==> src/logic/rename_config_pkg.sv <==
// Sizes and derived widths of the register rename subsystem
`default_nettype none

package rename_config_pkg;

    // ========================================
    // Register file sizes
    // ========================================
    localparam int ARCH_REGS = 16;
    localparam int PHYS_REGS = 48;

    // ========================================
    // Pipeline widths
    // ========================================
    // Instructions renamed per cycle
    localparam int DISPATCH_WIDTH = 2;
    localparam int WB_WIDTH       = 2;
    localparam int COMMIT_WIDTH   = 2;

    // Tags not held by the committed map live in the free list
    localparam int FREE_DEPTH = PHYS_REGS - ARCH_REGS;

    // Derived index widths
    localparam int ARCH_BITS     = $clog2(ARCH_REGS);
    localparam int PHYS_BITS     = $clog2(PHYS_REGS);
    localparam int FREE_PTR_BITS = $clog2(FREE_DEPTH);

endpackage

`default_nettype wire

==> src/logic/rename_types_pkg.sv <==
// Architectural index, physical tag and map image types
`default_nettype none

package rename_types_pkg;

    // ========================================
    // Register identifiers
    // ========================================
    // Architectural register number as seen by the ISA
    typedef logic [rename_config_pkg::ARCH_BITS-1:0] arch_tag_t;

    // Physical register tag, also used as the wakeup tag
    typedef logic [rename_config_pkg::PHYS_BITS-1:0] phys_tag_t;

    // ========================================
    // Whole-table images
    // ========================================
    // One physical tag per architectural register
    // Index i holds the tag of architectural register i
    // Used to copy the committed map back into the speculative table
    typedef phys_tag_t [rename_config_pkg::ARCH_REGS-1:0] map_image_t;

endpackage

`default_nettype wire

==> src/logic/commit_map.sv <==
// Committed architectural map with displaced tag release
`timescale 1ns/1ps
`default_nettype none

module commit_map (
    input  logic clock,
    input  logic reset,

    // Retiring instructions, slot 0 is oldest
    input  logic [rename_config_pkg::COMMIT_WIDTH-1:0] commit_valid_i,
    input  rename_types_pkg::arch_tag_t [rename_config_pkg::COMMIT_WIDTH-1:0] commit_arch_i,
    input  rename_types_pkg::phys_tag_t [rename_config_pkg::COMMIT_WIDTH-1:0] commit_phys_i,

    // Whole committed mapping for recover
    output rename_types_pkg::map_image_t image_o,

    // Tags no longer reachable, one cycle after commit
    output logic [rename_config_pkg::COMMIT_WIDTH-1:0] release_valid_o,
    output rename_types_pkg::phys_tag_t [rename_config_pkg::COMMIT_WIDTH-1:0] release_tag_o
);

    // Committed tag of every architectural register
    rename_types_pkg::map_image_t commit_q;

    // Tag each commit slot displaces
    rename_types_pkg::phys_tag_t [rename_config_pkg::COMMIT_WIDTH-1:0] displaced;

    // ========================================
    // Displaced tag selection
    // ========================================
    // A younger slot on the same register frees the older slot's tag
    always_comb begin
        for (int p = 0; p < rename_config_pkg::COMMIT_WIDTH; p++) begin
            displaced[p] = commit_q[commit_arch_i[p]];
            for (int q = 0; q < p; q++) begin
                if (commit_valid_i[q] && (commit_arch_i[q] == commit_arch_i[p])) begin
                    displaced[p] = commit_phys_i[q];
                end
            end
        end
    end

    // Map update, last slot wins a shared register
    always_ff @(posedge clock or posedge reset) begin
        if (reset) begin
            for (int r = 0; r < rename_config_pkg::ARCH_REGS; r++) begin
                commit_q[r] <= rename_types_pkg::phys_tag_t'(r);
            end
            release_valid_o <= '0;
        end else begin
            for (int p = 0; p < rename_config_pkg::COMMIT_WIDTH; p++) begin
                if (commit_valid_i[p]) begin
                    commit_q[commit_arch_i[p]] <= commit_phys_i[p];
                end
            end
            release_valid_o <= commit_valid_i;
        end
    end

    // Release tag payload
    always_ff @(posedge clock) begin
        release_tag_o <= displaced;
    end

    // Pre-commit image, a same-cycle commit is not seen by recover
    assign image_o = commit_q;

endmodule

`default_nettype wire

==> src/logic/free_list.sv <==
// Circular free tag queue with speculative and committed heads
`timescale 1ns/1ps
`default_nettype none

module free_list (
    input  logic clock,
    input  logic reset,

    // Allocation for the dispatch group
    input  logic [rename_config_pkg::DISPATCH_WIDTH-1:0] disp_valid_i,
    output logic [rename_config_pkg::DISPATCH_WIDTH-1:0] alloc_fire_o,
    output rename_types_pkg::phys_tag_t [rename_config_pkg::DISPATCH_WIDTH-1:0] alloc_tag_o,
    output logic stall_o,

    // Tags freed by the committed map
    input  logic [rename_config_pkg::COMMIT_WIDTH-1:0] release_valid_i,
    input  rename_types_pkg::phys_tag_t [rename_config_pkg::COMMIT_WIDTH-1:0] release_tag_i,

    // Committed head tracking and rewind
    input  logic [rename_config_pkg::COMMIT_WIDTH-1:0] commit_valid_i,
    input  logic recover_i
);

    // Pointers carry one extra wrap bit, so full and empty differ
    logic [rename_config_pkg::FREE_PTR_BITS:0] tail_q, tail_d;
    logic [rename_config_pkg::FREE_PTR_BITS:0] spec_head_q, spec_head_d;
    logic [rename_config_pkg::FREE_PTR_BITS:0] commit_head_q, commit_head_d;
    logic [rename_config_pkg::FREE_PTR_BITS:0] count_q, count_d;
    logic [rename_config_pkg::FREE_PTR_BITS:0] rd_ptr;
    logic [rename_config_pkg::FREE_PTR_BITS:0] wr_ptr [rename_config_pkg::COMMIT_WIDTH];
    logic [rename_config_pkg::FREE_PTR_BITS:0] n_req, n_fire, n_commit;
    logic grant;

    rename_types_pkg::phys_tag_t queue_q [rename_config_pkg::FREE_DEPTH];

    // ========================================
    // Group grant
    // ========================================
    always_comb begin
        n_req = '0;
        for (int s = 0; s < rename_config_pkg::DISPATCH_WIDTH; s++) begin
            if (disp_valid_i[s]) n_req = n_req + 1'b1;
        end
    end

    // All or nothing, recover drops the group without a stall
    assign grant        = (count_q >= n_req) && !recover_i;
    assign stall_o      = (count_q < n_req) && !recover_i;
    assign alloc_fire_o = disp_valid_i & {rename_config_pkg::DISPATCH_WIDTH{grant}};
    assign n_fire       = grant ? n_req : '0;

    // Valid slots take consecutive head entries
    always_comb begin
        rd_ptr = spec_head_q;
        for (int s = 0; s < rename_config_pkg::DISPATCH_WIDTH; s++) begin
            alloc_tag_o[s] = queue_q[rd_ptr[rename_config_pkg::FREE_PTR_BITS-1:0]];
            if (disp_valid_i[s]) rd_ptr = rd_ptr + 1'b1;
        end
    end

    // ========================================
    // Release append and pointer updates
    // ========================================
    always_comb begin
        tail_d = tail_q;
        for (int p = 0; p < rename_config_pkg::COMMIT_WIDTH; p++) begin
            wr_ptr[p] = tail_d;
            if (release_valid_i[p]) tail_d = tail_d + 1'b1;
        end
        n_commit = '0;
        for (int p = 0; p < rename_config_pkg::COMMIT_WIDTH; p++) begin
            if (commit_valid_i[p]) n_commit = n_commit + 1'b1;
        end
        // Tags leave in program order, one per committed instruction
        commit_head_d = commit_head_q + n_commit;
        if (recover_i) begin
            spec_head_d = commit_head_q;
            count_d     = tail_d - commit_head_q;
        end else begin
            spec_head_d = spec_head_q + n_fire;
            count_d     = count_q - n_fire + (tail_d - tail_q);
        end
    end

    // Starts full with the tags above the identity range
    always_ff @(posedge clock or posedge reset) begin
        if (reset) begin
            for (int i = 0; i < rename_config_pkg::FREE_DEPTH; i++) begin
                queue_q[i] <= rename_types_pkg::phys_tag_t'(rename_config_pkg::ARCH_REGS + i);
            end
            tail_q        <= (rename_config_pkg::FREE_PTR_BITS + 1)'(rename_config_pkg::FREE_DEPTH);
            spec_head_q   <= '0;
            commit_head_q <= '0;
            count_q       <= (rename_config_pkg::FREE_PTR_BITS + 1)'(rename_config_pkg::FREE_DEPTH);
        end else begin
            for (int p = 0; p < rename_config_pkg::COMMIT_WIDTH; p++) begin
                if (release_valid_i[p]) begin
                    queue_q[wr_ptr[p][rename_config_pkg::FREE_PTR_BITS-1:0]] <= release_tag_i[p];
                end
            end
            tail_q        <= tail_d;
            spec_head_q   <= spec_head_d;
            commit_head_q <= commit_head_d;
            count_q       <= count_d;
        end
    end

endmodule

`default_nettype wire

==> src/logic/map_table.sv <==
// Speculative register alias table with lookup, rename, writeback scan and restore
`timescale 1ns/1ps
`default_nettype none

module map_table (
    input  logic clock,
    input  logic reset,

    // Destination rename, only fired slots are applied
    input  logic [rename_config_pkg::DISPATCH_WIDTH-1:0] fire_i,
    input  rename_types_pkg::arch_tag_t [rename_config_pkg::DISPATCH_WIDTH-1:0] disp_arch_i,
    input  rename_types_pkg::phys_tag_t [rename_config_pkg::DISPATCH_WIDTH-1:0] new_phys_i,

    // Source lookup
    input  rename_types_pkg::arch_tag_t [rename_config_pkg::DISPATCH_WIDTH-1:0] src1_arch_i,
    input  rename_types_pkg::arch_tag_t [rename_config_pkg::DISPATCH_WIDTH-1:0] src2_arch_i,
    output rename_types_pkg::phys_tag_t [rename_config_pkg::DISPATCH_WIDTH-1:0] src1_phys_o,
    output rename_types_pkg::phys_tag_t [rename_config_pkg::DISPATCH_WIDTH-1:0] src2_phys_o,
    output logic [rename_config_pkg::DISPATCH_WIDTH-1:0] src1_ready_o,
    output logic [rename_config_pkg::DISPATCH_WIDTH-1:0] src2_ready_o,

    // Displaced tags, one cycle after the fire
    output rename_types_pkg::phys_tag_t [rename_config_pkg::DISPATCH_WIDTH-1:0] disp_old_phys_o,
    output logic [rename_config_pkg::DISPATCH_WIDTH-1:0] disp_old_valid_o,

    // Writeback wakeup
    input  logic [rename_config_pkg::WB_WIDTH-1:0] wb_valid_i,
    input  rename_types_pkg::phys_tag_t [rename_config_pkg::WB_WIDTH-1:0] wb_phys_i,

    // Restore from the committed map
    input  logic recover_i,
    input  rename_types_pkg::map_image_t restore_image_i
);

    // Table storage, tag plus ready bit per architectural register
    rename_types_pkg::phys_tag_t map_q [rename_config_pkg::ARCH_REGS];
    rename_types_pkg::phys_tag_t map_d [rename_config_pkg::ARCH_REGS];
    logic [rename_config_pkg::ARCH_REGS-1:0] ready_q;
    logic [rename_config_pkg::ARCH_REGS-1:0] ready_d;

    // Tag each fired slot pushes out of the table
    rename_types_pkg::phys_tag_t [rename_config_pkg::DISPATCH_WIDTH-1:0] old_phys;

    // ========================================
    // Source lookup with in-group bypass
    // ========================================
    always_comb begin
        for (int s = 0; s < rename_config_pkg::DISPATCH_WIDTH; s++) begin
            src1_phys_o[s]  = map_q[src1_arch_i[s]];
            src1_ready_o[s] = ready_q[src1_arch_i[s]];
            src2_phys_o[s]  = map_q[src2_arch_i[s]];
            src2_ready_o[s] = ready_q[src2_arch_i[s]];
            // Older slot writing our source wins, youngest match last
            for (int p = 0; p < s; p++) begin
                if (fire_i[p] && (disp_arch_i[p] == src1_arch_i[s])) begin
                    src1_phys_o[s]  = new_phys_i[p];
                    src1_ready_o[s] = 1'b0;
                end
                if (fire_i[p] && (disp_arch_i[p] == src2_arch_i[s])) begin
                    src2_phys_o[s]  = new_phys_i[p];
                    src2_ready_o[s] = 1'b0;
                end
            end
        end
    end

    // Displaced tag, chained through older slots with the same destination
    always_comb begin
        for (int s = 0; s < rename_config_pkg::DISPATCH_WIDTH; s++) begin
            old_phys[s] = map_q[disp_arch_i[s]];
            for (int p = 0; p < s; p++) begin
                if (fire_i[p] && (disp_arch_i[p] == disp_arch_i[s])) begin
                    old_phys[s] = new_phys_i[p];
                end
            end
        end
    end

    // ========================================
    // Next table state
    // ========================================
    always_comb begin
        map_d   = map_q;
        ready_d = ready_q;
        // Wakeup scans the current tags, so a same-cycle rename is not woken
        for (int w = 0; w < rename_config_pkg::WB_WIDTH; w++) begin
            if (wb_valid_i[w]) begin
                for (int r = 0; r < rename_config_pkg::ARCH_REGS; r++) begin
                    if (map_q[r] == wb_phys_i[w]) begin
                        ready_d[r] = 1'b1;
                    end
                end
            end
        end
        // Rename in slot order, later slot owns a shared destination
        for (int s = 0; s < rename_config_pkg::DISPATCH_WIDTH; s++) begin
            if (fire_i[s]) begin
                map_d[disp_arch_i[s]]   = new_phys_i[s];
                ready_d[disp_arch_i[s]] = 1'b0;
            end
        end
        // Recover overrides everything, committed values are all ready
        if (recover_i) begin
            for (int r = 0; r < rename_config_pkg::ARCH_REGS; r++) begin
                map_d[r] = restore_image_i[r];
            end
            ready_d = '1;
        end
    end

    // Identity mapping out of reset
    always_ff @(posedge clock or posedge reset) begin
        if (reset) begin
            for (int r = 0; r < rename_config_pkg::ARCH_REGS; r++) begin
                map_q[r] <= rename_types_pkg::phys_tag_t'(r);
            end
            ready_q          <= '1;
            disp_old_valid_o <= '0;
        end else begin
            for (int r = 0; r < rename_config_pkg::ARCH_REGS; r++) begin
                map_q[r] <= map_d[r];
            end
            ready_q          <= ready_d;
            disp_old_valid_o <= fire_i & {rename_config_pkg::DISPATCH_WIDTH{~recover_i}};
        end
    end

    // Old tag payload, qualified by disp_old_valid_o
    always_ff @(posedge clock) begin
        disp_old_phys_o <= old_phys;
    end

endmodule

`default_nettype wire

==> src/logic/rename_unit.sv <==
// Rename stage top with alias table, free list and committed map
`timescale 1ns/1ps
`default_nettype none

module rename_unit (
    input  logic clock,
    input  logic reset,

    // ========================================
    // Dispatch group
    // ========================================
    input  logic [rename_config_pkg::DISPATCH_WIDTH-1:0] disp_valid_i,
    input  rename_types_pkg::arch_tag_t [rename_config_pkg::DISPATCH_WIDTH-1:0] disp_arch_i,
    input  rename_types_pkg::arch_tag_t [rename_config_pkg::DISPATCH_WIDTH-1:0] src1_arch_i,
    input  rename_types_pkg::arch_tag_t [rename_config_pkg::DISPATCH_WIDTH-1:0] src2_arch_i,
    output rename_types_pkg::phys_tag_t [rename_config_pkg::DISPATCH_WIDTH-1:0] src1_phys_o,
    output rename_types_pkg::phys_tag_t [rename_config_pkg::DISPATCH_WIDTH-1:0] src2_phys_o,
    output logic [rename_config_pkg::DISPATCH_WIDTH-1:0] src1_ready_o,
    output logic [rename_config_pkg::DISPATCH_WIDTH-1:0] src2_ready_o,
    output rename_types_pkg::phys_tag_t [rename_config_pkg::DISPATCH_WIDTH-1:0] disp_new_phys_o,
    output rename_types_pkg::phys_tag_t [rename_config_pkg::DISPATCH_WIDTH-1:0] disp_old_phys_o,
    output logic [rename_config_pkg::DISPATCH_WIDTH-1:0] disp_old_valid_o,
    output logic stall_o,

    // Writeback, commit and recover
    input  logic [rename_config_pkg::WB_WIDTH-1:0] wb_valid_i,
    input  rename_types_pkg::phys_tag_t [rename_config_pkg::WB_WIDTH-1:0] wb_phys_i,
    input  logic [rename_config_pkg::COMMIT_WIDTH-1:0] commit_valid_i,
    input  rename_types_pkg::arch_tag_t [rename_config_pkg::COMMIT_WIDTH-1:0] commit_arch_i,
    input  rename_types_pkg::phys_tag_t [rename_config_pkg::COMMIT_WIDTH-1:0] commit_phys_i,
    input  logic recover_i
);

    // Granted slots and their fresh tags
    logic [rename_config_pkg::DISPATCH_WIDTH-1:0] alloc_fire;
    rename_types_pkg::phys_tag_t [rename_config_pkg::DISPATCH_WIDTH-1:0] alloc_tag;

    // Committed map back to the free list and the table
    logic [rename_config_pkg::COMMIT_WIDTH-1:0] release_valid;
    rename_types_pkg::phys_tag_t [rename_config_pkg::COMMIT_WIDTH-1:0] release_tag;
    rename_types_pkg::map_image_t commit_image;

    assign disp_new_phys_o = alloc_tag;

    map_table i_map_table (
        .clock            (clock),
        .reset            (reset),
        .fire_i           (alloc_fire),
        .disp_arch_i      (disp_arch_i),
        .new_phys_i       (alloc_tag),
        .src1_arch_i      (src1_arch_i),
        .src2_arch_i      (src2_arch_i),
        .src1_phys_o      (src1_phys_o),
        .src2_phys_o      (src2_phys_o),
        .src1_ready_o     (src1_ready_o),
        .src2_ready_o     (src2_ready_o),
        .disp_old_phys_o  (disp_old_phys_o),
        .disp_old_valid_o (disp_old_valid_o),
        .wb_valid_i       (wb_valid_i),
        .wb_phys_i        (wb_phys_i),
        .recover_i        (recover_i),
        .restore_image_i  (commit_image)
    );

    free_list i_free_list (
        .clock           (clock),
        .reset           (reset),
        .disp_valid_i    (disp_valid_i),
        .alloc_fire_o    (alloc_fire),
        .alloc_tag_o     (alloc_tag),
        .stall_o         (stall_o),
        .release_valid_i (release_valid),
        .release_tag_i   (release_tag),
        .commit_valid_i  (commit_valid_i),
        .recover_i       (recover_i)
    );

    commit_map i_commit_map (
        .clock           (clock),
        .reset           (reset),
        .commit_valid_i  (commit_valid_i),
        .commit_arch_i   (commit_arch_i),
        .commit_phys_i   (commit_phys_i),
        .image_o         (commit_image),
        .release_valid_o (release_valid),
        .release_tag_o   (release_tag)
    );

endmodule

`default_nettype wire

==> config.mk <==
export PLATFORM = sky130hd
export DESIGN_NAME = rename_unit
export DESIGN_NICKNAME = d
export VERILOG_FILES = /design/src/logic/rename_config_pkg.sv /design/src/logic/rename_types_pkg.sv /design/src/logic/commit_map.sv /design/src/logic/free_list.sv /design/src/logic/map_table.sv /design/src/logic/rename_unit.sv
export SDC_FILE = /design/constraint.sdc
export NUM_CORES = 2
export LEC_CHECK = 0
export BUFFER_PORTS_ARGS = -buffer_cell sky130_fd_sc_hd__buf_2
export CAP_MARGIN = 20
export CORE_UTILIZATION = 55
export CTS_CLUSTER_DIAMETER = 50
export CTS_CLUSTER_SIZE = 8
export DETAILED_ROUTE_END_ITERATION = 7
export PLACE_DENSITY = 0.72
export SLEW_MARGIN = 15
export SYNTH_ARGS = -nofsm -noshare
export SYNTH_HDL_FRONTEND = slang
export SYNTH_SLANG_ARGS = --single-unit
==> constraint.sdc <==
create_clock -name clock -period 32.4 [get_ports clock]
set_clock_uncertainty 0.05 [all_clocks]
set_input_delay 4.86 -clock clock [delete_from_list [all_inputs] [get_ports clock]]
set_output_delay 4.86 -clock clock [all_outputs]
set_load 0.005 [all_outputs]
==> flow_metrics.tcl <==
set metrics [dict create \
    grt_max_degree 123 \
    drc 0 \
    setup_viol 0 \
    die_w_um 257.3 \
    cts_setup_buffers 0 \
    hold_viol 0 \
    synthTopCellsByCount "334 x mux4_2, 325 x mux2i_1, 323 x nor2_1, 278 x nand2_1, 249 x dfrtp_1" \
    cts-resized-gates 0 \
    syn_to_final_growth_pct 7.457 \
    clk_latency_ps 650 \
    drive_gt1_frac 0.2755 \
    fill_cells 5357 \
    final_max_slew_viol_count 0 \
    hp-start "i_free_list.commit_head_q[2]" \
    ys_ff_latch 451 \
    synth_cells 3468 \
    status "completed" \
    worstSetupStartpointType "primary input" \
    p_per_area_nw_per_um2 101.6 \
    drt_iter0_drc 5400 \
    grt-ovfl-total 0 \
    total_power_mw 3.912 \
    cts_buffers 76 \
    grt_use_total 0.4534 \
    ios 120 \
    vias 31450 \
    grt_pass1_wl_um 217400 \
    worst_slew_pin_slew_ps 1315 \
    max_freq_ghz 0.07473 \
    die-area_um2 66190 \
    grt_antenna_before_repair 11 \
    irDropWorstVdd_uv 126.9 \
    dr.pass1.iters 8 \
    initial_core_util 0.5560 \
    cts_hold_buf 0 \
    grt_pass1_vias 30330 \
    hold_slack_ps 455.4 \
    clk_pin_slew_ps 50 \
    hpwlAfterDp_um 106800 \
    cp.arrival_ps 8470 \
    synth_area_per_cell_um2 10.33 \
    gp_congestion 1.024 \
    syn_nets 3574 \
    wirelength_um 149700 \
    die_y_um 257.3 \
    vias_per_cell 7.448 \
    maxCapViolCount 0 \
    port_buffers 119 \
    cts_sinks 451 \
    async_flop_share 0.9468 \
    yosys.area.top_type_share 0.2099 \
    cp_max_fo 51 \
    r2r_start "i_free_list.tail_q[0]" \
    period_share 0.4130 \
    core_um2 64460 \
    clk_path_buf_depth 3 \
    final_antenna_net_count 0 \
    synthTopCellsByArea "mux4_2 21%, dfrtp_1 17%, dfstp_2 13%" \
    worst_setup_path_end_kind "output pin" \
    hold_path.class "reg2reg" \
    yosysUniqueCellTypes 97 \
    row_count 93 \
    path_class "in2out" \
    cts-root-buf "clkbuf_16" \
    period_minus_slack_ps 13380 \
    wl_per_cell_um 35.46 \
    cp_data_required_time_ps 27490 \
    htreeDepth 3 \
    synthFlopType "dfrtp_1" \
    synth.largest_area_cell "mux4_2" \
    cts_tree "built" \
    cp-startpoint "disp_valid_i[0]" \
    yosysMostFrequentCell "mux4_2" \
    slew_headroom 0.1138 \
    synth-edff-count 0 \
    mappedNetlistArea_um2 35840 \
    ys_seq_area_frac 0.3178 \
    fin_nets 3412 \
    yosys_warnings 0 \
    rsz0062_at_grt "no" \
    p_leak_nw 14.21 \
    finalSetupTns_ps 0 \
]
where the power goes:
group          internal, mW  leakage (nW)  switching [mW]
Clock                 0.449          1.10           0.304
Combinational         0.779          8.07            1.12
Sequential            0.829          5.05           0.432
Total                  2.06          14.2            1.85
metrics by stage:
step | instance area (um2) | cells | setup slack, ps | util
2_1_floorplan | 35840 | 3468 | 15890 | -
3_3_place_gp | 36190 | 4083 | 19170 | 0.5614
3_5_place_dp | 36190 | 4083 | 19080 | 0.5614
4_1_cts | 38510 | 4220 | 19080 | 0.5973
5_1_grt | 38510 | 4221 | 18840 | 0.5974
6_report | 38510 | 4222 | 19020 | 0.5974
registers in the layout, indices dropped and copies added (netlist names):
signal,cells
i_map_table.map_q,96
i_free_list.spec_head_q,5
i_commit_map.release_tag_o,12
i_free_list.tail_q,6
i_commit_map.image_o,96
i_map_table.disp_old_phys_o,12
i_free_list.queue_q,192
i_map_table.ready_q,16
i_map_table.disp_old_valid_o,2
i_commit_map.release_valid_o,2
i_free_list.count_q,6
i_free_list.commit_head_q,6
critical path, cell delays in order:
cell     delay [ps]
buf_2           460
xor2_4          340
buf_4           720
mux4_2          600
a22oi_1         320
nand2_1         570
nand2_1         230
nand2_1         150
buf_2           160
kinds of logic after synthesis:
kind of cell / count (synthesis) / synth area share
and+or+nand+nor: 936 / 0.1229
adders and majority gates: 41 / 0.01641
xor gates and xnor gates: 242 / 0.06008
AOI/OAI and AO/OA: 617 / 0.1066
buffers and inverters: 458 / 0.05464
DFF: 451 / 0.3178
muxes: 723 / 0.3217
worst paths after layout:
| path | to | slack, ps | depth (start not counted) |
|---|---|---|---|
| min in group asynchronous | i_free_list.queue_q[189] | 4310 | 2 |
| worst min-delay path | i_free_list.commit_head_q[2] | 460 | 1 |
| max in group asynchronous | i_free_list.queue_q[153] | 25600 | 4 |
| worst max-delay path | disp_new_phys_o[7] | 19020 | 9 |
| worst min register to register | i_free_list.commit_head_q[2] | 460 | 1 |
| worst max register to register | i_free_list.count_q[5] | 27470 | 19 |
placed cells by master (no fill, tap or decap), types with 9 or more instances in the layout:
cell type | Yosys | final
a211oi_1 | 17 | 17
dfstp_2 | 178 | 178
o221ai_1 | 15 | 15
dfxtp_1 | 24 | 23
buf_4 | 13 | 48
nand4_1 | 41 | 41
nand3_1 | 33 | 33
xor2_1 | 124 | 123
nand3b_1 | 13 | 13
a211oi_2 | 14 | 14
mux2_2 | 61 | 61
nor4_1 | 53 | 51
ha_1 | 31 | 31
a22oi_1 | 13 | 13
nor3_1 | 77 | 77
nor2_1 | 323 | 323
o21ai_0 | 185 | 185
nor2b_1 | 18 | 18
nand2_1 | 278 | 278
xnor2_1 | 115 | 114
and2_1 | 9 | 9
nand2b_1 | 17 | 17
fa_1 | 10 | 10
dfrtp_1 | 249 | 247
clkbuf_1 | 223 | 38
inv_1 | 51 | 49
o22ai_1 | 107 | 107
buf_2 | 34 | 119
or3_1 | 12 | 12
mux2i_1 | 325 | 325
clkbuf_16 | 0 | 76
a21oi_1 | 174 | 173
mux4_2 | 334 | 334
layout make-up:
type | instances | area (um2) | area share
inverters | 51 | 200.2 | 0.005198
flip-flops and latches | 451 | 11390 | 0.2959
well taps | 855 | 1070 | 0.02778
diodes | 2 | 5.005 | 0.0001300
multi-input cells | 2559 | 22570 | 0.5860
repair buffers | 167 | 955.9 | 0.02482
clock buffers | 118 | 2100 | 0.05452
clock inverters | 19 | 220.2 | 0.005718
layer usage:
metal,track usage,vias up,share of wire
met3,0.1634,530,0.15
met4,0.1837,14,0.047
met2,0.6307,2730,0.42
met5,0,-,0.00065
li1,-,12540,-
met1,0.6404,15640,0.38
No activity file was read; power rests on OpenSTA's default activity.
